File: src/expand_pkg.sv
package expand_pkg;

	//////////////////////////////////////////////////////////////
	// Sizes
	//////////////////////////////////////////////////////////////

	// Data widths
	localparam int PIX_W = 16;
	localparam int ACC_W = 32;
	// One lane per output channel
	localparam int NUM_MAC = 8;
	localparam int CHIN = 4;
	localparam int KERNEL_DIM = 3;
	// Taps per output pixel, kernel position major
	localparam int TAPS = KERNEL_DIM * KERNEL_DIM * CHIN;
	localparam int TAP_W = $clog2(TAPS);
	localparam int OUT_PIX = 16;
	// Counter must be able to hold OUT_PIX itself
	localparam int PIX_CNT_W = $clog2(OUT_PIX + 1);
	localparam int Q_SHIFT = 8;
	// fire2 and fire3
	localparam int NUM_LAYERS = 2;

	//////////////////////////////////////////////////////////////
	// Types
	//////////////////////////////////////////////////////////////

	typedef logic signed [PIX_W-1:0] pix_t;
	typedef logic signed [ACC_W-1:0] acc_t;
	typedef logic [TAP_W-1:0] tap_idx_t;
	// 0 is fire2, 1 is fire3
	typedef logic layer_t;

	typedef pix_t [NUM_MAC-1:0] weight_vec_t;
	typedef acc_t [NUM_MAC-1:0] bias_vec_t;
	typedef acc_t [NUM_MAC-1:0] acc_vec_t;
	typedef pix_t [NUM_MAC-1:0] ofm_vec_t;

	// Per-tap control word
	typedef struct packed {
		logic valid;
		logic first;
		logic last;
		layer_t layer;
		tap_idx_t tap;
	} tap_ctrl_t;

	typedef enum logic [1:0] {
		SEQ_IDLE,
		SEQ_RUN,
		SEQ_END
	} seq_state_t;

	// Compare values
	localparam tap_idx_t TAP_LAST = tap_idx_t'(TAPS - 1);
	localparam logic [PIX_CNT_W-1:0] PIX_LAST = PIX_CNT_W'(OUT_PIX - 1);
	localparam acc_t SAT_MAX = acc_t'(32'sh0000_7FFF);

	//////////////////////////////////////////////////////////////
	// Table rules
	//////////////////////////////////////////////////////////////

	// Small signed weights in -8..8
	function automatic pix_t weight_rule(input layer_t layer, input int tap, input int ch);
		int v;
		v = ((tap * 3) + (ch * 5) + (int'(layer) * 7)) % 17 - 8;
		return pix_t'(v);
	endfunction

	// Bias grows with channel, fire3 offset upward
	function automatic acc_t bias_rule(input layer_t layer, input int ch);
		int v;
		v = (ch * 96) - 300 + (int'(layer) * 150);
		return acc_t'(v);
	endfunction

endpackage

File: src/expand_requant.sv
`timescale 1ns/1ps

module expand_requant (
	input  logic                  clk,
	input  logic                  rst_gen,
	input  expand_pkg::acc_vec_t  acc_i,
	input  expand_pkg::bias_vec_t bias_i,
	input  logic                  last_i,
	output expand_pkg::ofm_vec_t  ofm_o,
	output logic                  ofm_valid_o
);

	expand_pkg::acc_t sum_w [expand_pkg::NUM_MAC];
	expand_pkg::acc_t shift_w [expand_pkg::NUM_MAC];
	expand_pkg::ofm_vec_t q_w;

	//////////////////////////////////////////////////////////////
	// Bias, ReLU, shift, saturate
	//////////////////////////////////////////////////////////////

	always_comb begin
		for (int i = 0; i < expand_pkg::NUM_MAC; i++) begin
			sum_w[i] = acc_i[i] + bias_i[i];
			shift_w[i] = sum_w[i] >>> expand_pkg::Q_SHIFT;
			// ReLU on the sign bit
			if (sum_w[i][expand_pkg::ACC_W-1]) begin
				q_w[i] = '0;
			end else if (shift_w[i] > expand_pkg::SAT_MAX) begin
				// Clip to largest positive word
				q_w[i] = expand_pkg::pix_t'(expand_pkg::SAT_MAX);
			end else begin
				q_w[i] = shift_w[i][expand_pkg::PIX_W-1:0];
			end
		end
	end

	//////////////////////////////////////////////////////////////
	// Output register
	//////////////////////////////////////////////////////////////

	// Word changes only on a finished pixel
	always_ff @(posedge clk) begin
		if (last_i) begin
			ofm_o <= q_w;
		end
	end

	// One-cycle sample strobe
	always_ff @(posedge clk) begin
		if (rst_gen) begin
			ofm_valid_o <= 1'b0;
		end else begin
			ofm_valid_o <= last_i;
		end
	end

endmodule

File: config.mk
export PLATFORM = sky130hd
export DESIGN_NAME = expand_requant
export DESIGN_NICKNAME = d
export VERILOG_FILES = /design/src/expand_pkg.sv /design/src/expand_requant.sv
export SDC_FILE = /design/constraint.sdc
export NUM_CORES = 1
export LEC_CHECK = 0
export ABC_CLOCK_PERIOD_IN_PS = 4200
export BUFFER_PORTS_ARGS = -buffer_cell sky130_fd_sc_hd__clkbuf_2
export CAP_MARGIN = 15
export CORE_AREA = 2 2 249 251
export DETAILED_ROUTE_END_ITERATION = 8
export DIE_AREA = 0 0 251 253
export GPL_TIMING_DRIVEN = 0
export SLEW_MARGIN = 10
export SYNTH_ARGS = -nofsm -noshare
export SYNTH_HDL_FRONTEND = slang
export SYNTH_SLANG_ARGS = --single-unit
File: constraint.sdc
create_clock -name clk -period 4.2 [get_ports clk]
set_input_delay 0.63 -clock clk [delete_from_list [all_inputs] [get_ports clk]]
set_output_delay 0.63 -clock clk [all_outputs]
set_load 0.05 [all_outputs]
==> results of run 1 <==
## metrics by stage
| step | TNS (ps) | power, mW | instances | worst slack (ps) |
|---|---|---|---|---|
| finish | 0 | 6.67 | 3314 | 304 |
| global route | 0 | 7.08 | 3312 | 9.33 |
| CTS | 0 | 6.73 | 3299 | 116 |
| detailed placement | -7700 | 5.15 | 3267 | -632 |
| global placement | -7190 | 5.14 | 3266 | -596 |
| floorplan | 0 | 4.16 | 1833 | 719 |
## timing repair
action,4_1_cts,5_1_grt
pin swaps,0,0
setup endpoints to repair,11,11
hold buffers,0,0
gates resized for setup,1,4
buffers inserted,0,0
## state kept, by name, indices dropped and copies added, names as in the netlist
signal and flops:
ofm_o 128, ofm_valid_o 1
## layout make-up
cell class / count / area share (%)
Clock buffer: 17 / 2.03
Clock inverter: 15 / 0.692
Inverter: 41 / 0.740
Sequential cell: 129 / 18.4
Tap cell: 790 / 4.72
Antenna cell: 15 / 0.179
Multi-Input combinational cell: 1614 / 56.6
Timing Repair Buffer: 644 / 15.5
Buffer: 49 / 1.09
## power groups by stage
stage	Clock (mW)	Sequential [mW]	Combinational, mW
floorplan	0	2.48	1.67
global placement	0	1.77	3.37
detailed placement	0	1.77	3.38
CTS	1.59	1.75	3.39
global route	1.63	1.76	3.69
finish	1.53	1.74	3.40
## logic make-up after synthesis
family                   after synthesis
AO/OA/AOI/OAI                        710
AND/OR/NAND/NOR                      486
adder cells (fa/ha/maj)              240
XOR/XNOR                             154
flip-flops                           129
buffers and inverters                 90
multiplexers                          16
other                                  1
## per-layer routing
layer / vias up / GRT usage (%) / wire, um
met5: - / 0 / 57
met4: 10 / 8.69 / 2170
met3: 105 / 4.72 / 3750
met2: 576 / 30.5 / 28700
met1: 7728 / 21.1 / 24900
li1: 8475 / - / -
## layout by cell type (no fill, tap or decap), drive strengths merged, types with 29 or more instances in the layout
cell type and count:
nor3 38, xnor2 91, inv 48, edfxtp 128
ha 240, a21oi 264, a31oi 68, and3 29
a21o 91, nor2 90, xor2 63, nand2 126
o21ai 95, nand4 43, nand3 42, clkbuf 694
## Yosys cell counts (9+ instances only)
library cell,number,share of area (%)
buf_2,9,0.28
a21oi_1,240,7.5
a31oi_1,68,2.7
and2_1,17,0.66
a211oi_1,17,0.80
nand4_1,42,1.6
a21o_1,91,4.3
ha_1,240,19
edfxtp_1,128,24
inv_1,40,0.94
nand2_1,126,2.9
a21oi_2,23,1.3
o211ai_1,27,1.3
xnor2_1,91,5.0
mux2i_1,10,0.62
xor2_1,63,3.4
o2111ai_1,11,0.60
nand3_1,42,1.3
clkbuf_1,34,0.80
nand2b_1,15,0.59
nand3b_1,10,0.47
o21a_1,19,0.89
o21bai_1,22,1.0
nor2_1,90,2.1
and3_1,28,1.1
or3_1,13,0.51
o21ai_1,20,0.62
or2_2,9,0.35
o21ai_0,72,2.2
nor2b_1,23,0.90
nor3_1,38,1.2
## worst max-delay path by stage
stage	startpoint	to	slack (ps)	cells past startpoint
after floorplan	acc_i[111]	ofm_o[52]	720	11
after global placement	acc_i[164]	ofm_o[83]	-600	13
after detailed placement	acc_i[164]	ofm_o[83]	-630	13
after CTS	acc_i[168]	ofm_o[84]	120	12
after global routing	acc_i[168]	ofm_o[83]	9	13
final	acc_i[168]	ofm_o[83]	300	13
==> reports/metrics.yaml, run 1 <==
synth:
  ys_seq_elements: 129
  synth_edf_count: 128
  synth_xor_xnor_area_share_pct: 8.41
  synthFlopType: "edfxtp_1"
  synth_top_family_by_area: "compound AO/OA/AOI/OAI gates"
  ys_async_sr_fraction_pct: 0
  synthMuxAreaShare_pct: 1.14
  synth-simple-area-share_pct: 15.8
  yosysSeqAreaShare_pct: 24.1
  yosys_warnings: 0
  synth_compound_area_share_pct: 29.5
  yosysUniqueCellTypes: 92
  synth-adder-area-share_pct: 18.7
  syn-cell-area_um2: 16000
  syn-instance-count: 1826
  syn_area_per_cell_um2: 8.78
die:
  num_io_pins: 644
  start_util_pct: 26.3
  fp.dieArea_um2: 63500
  die_w_um: 251
  design.core.area_um2: 61000
  dieHeight_um: 253
  fp-row-count: 91
hold_path:
  min_to: "ofm_valid_o"
  hold_depth: 2
  min_path_type: "in2reg"
  hold_start: "rst_gen"
global_routing:
  grt_pass1_vias: 16000
  grt_max_degree: 88
  grt_pass1_wl_um: 88200
  gr-total-overflow: 0
  gr-usage-all-layers_pct: 18.0
  antenna_found_initial: 20
worst_setup_path:
  end_kind: "flop"
  critPathTopFamily: "compound AO/OA/AOI/OAI gates"
  start_kind: "input pin"
  critical_path_buf_inv_count: 3
  crit_chain: "clkbuf_2, ha_1, a21o_1, a211oi_4, o2bb2ai_1, a2111oi_0, a211oi_1, nor2_1, xnor2_1, and4_1, clkbuf_1, buf_2, a21oi_1"
  critPathMaxStageDelay_ps: 470
  worstPathRequired_ps: 4400
  arrival_ps: 4100
  crit_type: "in2reg"
  cp_slowest_cell: "a211oi_4"
  path_max_fanout: 10
power_and_ir_drop:
  p_seq_share_pct: 26.2
  p_leak_nw: 9.66
  vdd_drop_max_uv: 309
  sw_frac_of_total_pct: 44.8
  p_int_mw: 3.68
  powerDensity_nw_per_um2: 318
  p_comb_share_pct: 50.9
  p_sw_mw: 2.99
  clkPwrFrac_pct: 22.9
timing:
  clock.fmax_mhz: 257
  maxSlewViolCount: 0
  period_share_pct: 92.8
  max_slew.worst_pin.slew_ps: 746
  setup_viol: 0
  min_period_ps: 3900
  hold_viol_final: 0
  rsz0062_at_grt: "no"
  slew_headroom_pct: 49.9
  whs_ps: 294
finish:
  final_nets: 3251
  fillers: 6471
  drive_above_1_share_pct: 30.5
  multi_input_area_um2: 11900
  area_delta_synth_final_pct: 30.7
  postLayoutCoreUtil_pct: 34.3
  postLayoutCellArea_um2: 21000
  seq_area_um2: 3860
drt:
  dr.pass1.iters: 5
  wl_per_cell_um: 18.0
  wirelength_um: 59500
  drt-vias-per-instance: 5.10
  drc_errors: 0
  vias: 16900
  detail-route-antenna-nets: 0
  drt_iter0_drc: 787
placement:
  io_buffers: 643
  dpl-instance-area_um2: 20300
  hpwlAfterDp_um: 51000
  gp_congestion: 0.929
clock_tree:
  cts-root-buf: "clkbuf_16"
  htree_levels: 4
  clockBufferDepth: 2
  cts-buffers-inserted: 17
  clk_pin_slew_ps: 70
  clkSinkCount: 129
  tritoncts: "done"
run:
  drv_cap: 0
status:
  outcome: "finished clean"
No activity file was read; power rests on OpenSTA's default activity.
==> inputs of run 2 (changes only) <==
--- a/config.mk
+++ b/config.mk
@@ -7,10 +7,9 @@
 export LEC_CHECK = 0
 export ABC_CLOCK_PERIOD_IN_PS = 4200
 export BUFFER_PORTS_ARGS = -buffer_cell sky130_fd_sc_hd__clkbuf_2
-export CAP_MARGIN = 15
-export CORE_AREA = 2 2 249 251
+export CORE_AREA = 4 4 251 253
 export DETAILED_ROUTE_END_ITERATION = 8
-export DIE_AREA = 0 0 251 253
+export DIE_AREA = 0 0 255 257
 export GPL_TIMING_DRIVEN = 0
 export SLEW_MARGIN = 10
 export SYNTH_ARGS = -nofsm -noshare
==> run 2 against run 1 <==
Against the previous run: flip-flop and latch count unchanged; cell count decreased by 0.15%; utilization decreased by 0.053 points; global-route usage decreased by 0.38 points; first-iteration DRC count increased by 18%; critical path depth decreased by 1; die area increased by 3.2%; routed wire length increased by 3.0%; via count decreased by 0.35%.
==> reports/metrics.yaml, run 2 (synthesized netlist as in run 1, its figures left out) <==
status:
  outcome: "finished clean"
clock_tree:
  clkSinkCount: 129
  cts-buffers-inserted: 17
  clk_pin_slew_ps: 70
  htree_levels: 4
  cts-root-buf: "clkbuf_16"
  tritoncts: "done"
  ctsHoldBuffers: 0
  clockBufferDepth: 2
timing:
  setup_ws_ps: 297
  slew_headroom_pct: 46.9
  min_period_ps: 3900
  rsz0062_at_grt: "no"
  maxSlewViolCount: 0
  setup_viol: 0
  clock.fmax_mhz: 256
  hold_viol_final: 0
  max_slew.worst_pin.slew_ps: 797
  fin_tns_setup_ps: 0
  period_share_pct: 92.9
power_and_ir_drop:
  p_int_mw: 3.68
  p_leak_nw: 9.67
  sw_frac_of_total_pct: 44.8
  vdd_drop_max_uv: 307
  p_seq_share_pct: 26.3
  p_comb_share_pct: 50.8
  p_sw_mw: 2.98
  powerDensity_nw_per_um2: 319
  clkPwrFrac_pct: 22.9
die:
  dieHeight_um: 257
  start_util_pct: 26.3
  design.core.area_um2: 61000
  fp-row-count: 91
  num_io_pins: 644
  die_w_um: 255
  fp.dieArea_um2: 65500
global_routing:
  grt_pass1_wl_um: 89600
  gr-total-overflow: 0
  grt_pass1_vias: 16300
  antenna_found_initial: 17
  gr-usage-all-layers_pct: 17.6
  grt_max_degree: 79
hold_path:
  hold_start: "rst_gen"
  min_path_type: "in2reg"
run:
  drv_cap: 0
drt:
  drt-vias-per-instance: 5.09
  drt_iter0_drc: 929
  drc_errors: 0
  detail-route-antenna-nets: 0
  wirelength_um: 61300
  wl_per_cell_um: 18.5
  vias: 16800
  dr.pass1.iters: 5
finish:
  fillers: 6480
  drive_above_1_share_pct: 30.5
  area_delta_synth_final_pct: 30.5
  regMostFlops: "ofm_o"
  final_nets: 3251
  multi_input_area_um2: 11800
  postLayoutCoreUtil_pct: 34.3
  seq_area_um2: 3860
  final_common_cell: "clkbuf_2"
  layout_common_cells: "642 x clkbuf_2, 240 x a21oi_1, 240 x ha_1, 128 x edfxtp_1, 126 x nand2_1"
  reg_top3: "ofm_o (128), ofm_valid_o (1)"
  largest_register_ffs: 128
worst_setup_path:
  crit_type: "in2reg"
  path_max_fanout: 10
  worstPathRequired_ps: 4420
  arrival_ps: 4120
  critPathLaunch: "acc_i[168]"
  start_kind: "input pin"
  end_kind: "flop"
placement:
  pre_cts_slack_ps: -611
  io_buffers: 643
  gp_congestion: 0.918
  hpwlAfterDp_um: 52800
[run 2: cell types whose count changed in the layout (fill, tap and decap cells not counted)]
cell        delta
a311oi_2       +1
inv_8          -1
clkinv_4       +3
clkinvlp_4     -1
clkinv_1       -1
diode_2        -5
a2111oi_4      -1
a2111oi_2      +1
a311oi_4       -1
[run 2: power by group through the flow]
stage | Sequential, mW | Combinational (mW) | Clock (mW)
6_report | 1.75 | 3.39 | 1.53
5_1_grt | 1.77 | 3.68 | 1.64
4_1_cts | 1.75 | 3.39 | 1.60
3_5_place_dp | 1.78 | 3.38 | 0
3_3_place_gp | 1.78 | 3.38 | 0
2_1_floorplan | 2.48 | 1.67 | 0
[run 2: final cells by class]
type | instances | area share [%]
Multi-Input combinational cell | 1614 | 56.6
Sequential cell | 129 | 18.5
Timing Repair Buffer | 644 | 15.5
Tap cell | 790 | 4.72
Clock buffer | 17 | 2.03
Buffer | 49 | 1.09
Inverter | 41 | 0.741
Clock inverter | 15 | 0.711
Antenna cell | 10 | 0.120
[run 2: final timing paths]
| check | endpoint | slack (ps) | cells after the start |
|---|---|---|---|
| setup / recovery | ofm_o[91] | 300 | 12 |
| hold / removal | ofm_valid_o | 310 | 2 |
[run 2: worst max-delay path, cell delays in order]
cell and delay (ps):
clkbuf_2 90, ha_1 330, a21o_1 180, a211oi_4 110
o2bb2ai_1 330, a2111oi_2 620, o211ai_1 240, a21o_1 240
and2_1 170, a311oi_2 700, buf_2 380, a21oi_1 80
[run 2: layer usage]
layer,routed length [um],track usage (%),vias up
met2,30000,30.6,536
met5,94,0,-
li1,-,-,8457
met1,25100,20.6,7737
met3,4280,4.60,91
met4,1900,7.05,14
[run 2: through the flow]
stage | hold WS, ps | std cells | total power, mW | instance area (um2)
after global routing | 269 | 3306 | 7.09 | 20900
after floorplan | 702 | 1833 | 4.16 | 16100
final | 308 | 3309 | 6.67 | 20900
after CTS | 252 | 3299 | 6.75 | 20900
after detailed placement | 795 | 3267 | 5.16 | 20300
after global placement | 788 | 3266 | 5.16 | 20300
[run 2: repair_timing]
action,CTS,global route
buffers inserted,0,0
endpoints found under the setup margin,11,10
cloned,0,0
hold endpoints to repair,0,0
resized for setup,1,2
==> inputs of run 3 (changes only) <==
--- a/config.mk
+++ b/config.mk
@@ -5,11 +5,11 @@
 export SDC_FILE = /design/constraint.sdc
 export NUM_CORES = 1
 export LEC_CHECK = 0
-export ABC_CLOCK_PERIOD_IN_PS = 4200
+export ABC_CLOCK_PERIOD_IN_PS = 3300
 export BUFFER_PORTS_ARGS = -buffer_cell sky130_fd_sc_hd__clkbuf_2
-export CORE_AREA = 4 4 251 253
+export CORE_AREA = 4 4 249 251
 export DETAILED_ROUTE_END_ITERATION = 8
-export DIE_AREA = 0 0 255 257
+export DIE_AREA = 0 0 253 255
 export GPL_TIMING_DRIVEN = 0
 export SLEW_MARGIN = 10
 export SYNTH_ARGS = -nofsm -noshare
==> constraint.sdc (replaced) <==
create_clock -name clk -period 3.3 [get_ports clk]
set_input_delay 0.495 -clock clk [delete_from_list [all_inputs] [get_ports clk]]
set_output_delay 0.495 -clock clk [all_outputs]
set_load 0.05 [all_outputs]
==> run 3 against run 2 <==
Against the previous run: routed wire length up 2.2%; die area is 1.6% lower; clock power grew 38%; sequential power up 28%; design area up 2.3%; flip-flop and latch count is the same; cell count grew 0.42%; critical endpoint is now ofm_o[51].
==> reports/metrics.yaml, run 3 (synthesized netlist as in run 1, its figures left out) <==
status:
  outcome: "finished clean"
timing:
  max_slew.worst_pin.slew_ps: 617
  setup_ws_ps: 24.7
  rsz0062_at_grt: "yes"
  maxSlewViolCount: 0
  period_share_pct: 99.3
  setup_viol: 0
  clock.fmax_mhz: 305
  hold_viol_final: 0
  slew_headroom_pct: 58.8
  min_period_ps: 3280
clock_tree:
  tritoncts: "done"
  ctsHoldBuffers: 0
  clk_pin_slew_ps: 70
  cts-root-buf: "clkbuf_16"
  htree_levels: 4
  clockBufferDepth: 2
  clkSinkCount: 129
  cts-buffers-inserted: 17
worst_setup_path:
  path_max_fanout: 10
  worstPathRequired_ps: 3490
  cp_slowest_cell: "or4b_4"
  crit_path_frequent_cell: "a21oi_2"
  arrival_ps: 3470
  end_kind: "flop"
  critical_path_buf_inv_count: 3
  start_kind: "input pin"
  critPathMaxStageDelay_ps: 510
  crit_type: "in2reg"
  crit_chain: "clkbuf_2, ha_1, a21oi_2, o2111ai_1, a211o_1, a21oi_4, a31o_4, o21ai_2, or4b_4, a2111oi_4, buf_4, buf_6, a21oi_2"
  critPathTopFamily: "compound AO/OA/AOI/OAI gates"
placement:
  gp_congestion: 0.926
  hpwlAfterDp_um: 52800
  dpl-instance-area_um2: 20300
  io_buffers: 643
  pre_cts_slack_ps: -1350
finish:
  final_common_cell: "clkbuf_2"
  layout_common_cells: "646 x clkbuf_2, 238 x a21oi_1, 237 x ha_1, 128 x edfxtp_1, 126 x nand2_1"
  regMostFlops: "ofm_o"
  final_nets: 3274
  largest_register_ffs: 128
  area_delta_synth_final_pct: 33.5
  drive_above_1_share_pct: 32.4
  postLayoutCellArea_um2: 21400
  reg_top3: "ofm_o (128), ofm_valid_o (1)"
global_routing:
  grt_max_degree: 82
  grt_pass1_wl_um: 91600
  gr-usage-all-layers_pct: 18.2
  antenna_found_initial: 11
  gr-total-overflow: 0
  grt_pass1_vias: 16500
drt:
  drt-vias-per-instance: 5.16
  wl_per_cell_um: 18.9
  drt_iter0_drc: 946
  dr.pass1.iters: 5
  vias: 17100
  detail-route-antenna-nets: 0
  drc_errors: 0
  wirelength_um: 62600
die:
  num_io_pins: 644
  die_w_um: 253
  start_util_pct: 26.8
  fp-row-count: 90
  fp.dieArea_um2: 64500
  dieHeight_um: 255
  design.core.area_um2: 59900
power_and_ir_drop:
  p_leak_nw: 9.87
  powerDensity_nw_per_um2: 410
  power_mw: 8.79
  vdd_drop_max_uv: 398
run:
  drv_cap: 0
hold_path:
  hold_depth: 2
  hold_start: "rst_gen"
  min_path_type: "in2reg"
  min_to: "ofm_valid_o"
[run 3: cell count changes in the layout (fill, tap and decap cells not counted), sizes merged]
| cell | delta |
|---|---|
| clkbuf | +1 |
| buf | +22 |
| inv | -6 |
| clkinvlp | +2 |
| bufinv | +3 |
[run 3: final cells by class]
class	count	area (um2)
Buffer	47	251
Tap cell	782	978
Inverter	41	155
Antenna cell	10	25.0
Fill cell	6267	38500
Sequential cell	129	3860
Timing Repair Buffer	669	3450
Multi-Input combinational cell	1614	12100
Clock inverter	14	190
Clock buffer	17	425
[run 3: power breakdown]
group | leakage [nW] | switching, mW | internal [mW] | total, mW
Sequential | 1.26 | 0.0845 | 2.15 | 2.24
Combinational | 8.32 | 2.90 | 1.55 | 4.44
Clock | 0.289 | 0.854 | 1.26 | 2.11
Total | 9.87 | 3.83 | 4.96 | 8.79
[run 3: what timing repair did]
| action | 4_1_cts | 5_1_grt |
|---|---|---|
| buffers inserted | 10 | 14 |
| pin swaps | 10 | 13 |
| gates cloned | 0 | 1 |
| setup endpoints to repair | 77 | 102 |
| resized for setup | 21 | 39 |
[run 3: worst max path at each step]
stage,to,startpoint,cells after the start
2_1_floorplan,ofm_o[52],acc_i[111],11
3_3_place_gp,ofm_o[86],bias_i[164],12
3_5_place_dp,ofm_o[89],bias_i[164],12
4_1_cts,ofm_o[44],acc_i[68],12
5_1_grt,ofm_o[27],acc_i[45],12
6_report,ofm_o[51],acc_i[111],13
[run 3: layer usage]
metal,vias to the layer above,GRT usage (%),part of all wire [%]
met4,6,7.69,3.5
met1,7928,21.3,40
met3,94,4.74,7.2
met2,611,31.7,49
met5,-,0,0.062
li1,8504,-,-
[run 3: per-stage QoR]
step           util, %  TNS (ps)  hold slack [ps]  std cells
2_1_floorplan        -         0              567       1833
3_3_place_gp      33.9   -134650              651       3258
3_5_place_dp      33.9    -75020              664       3259
4_1_cts           35.3         0              128       3299
5_1_grt           35.7     -63.7              152       3319
6_report          35.8         0              178       3323
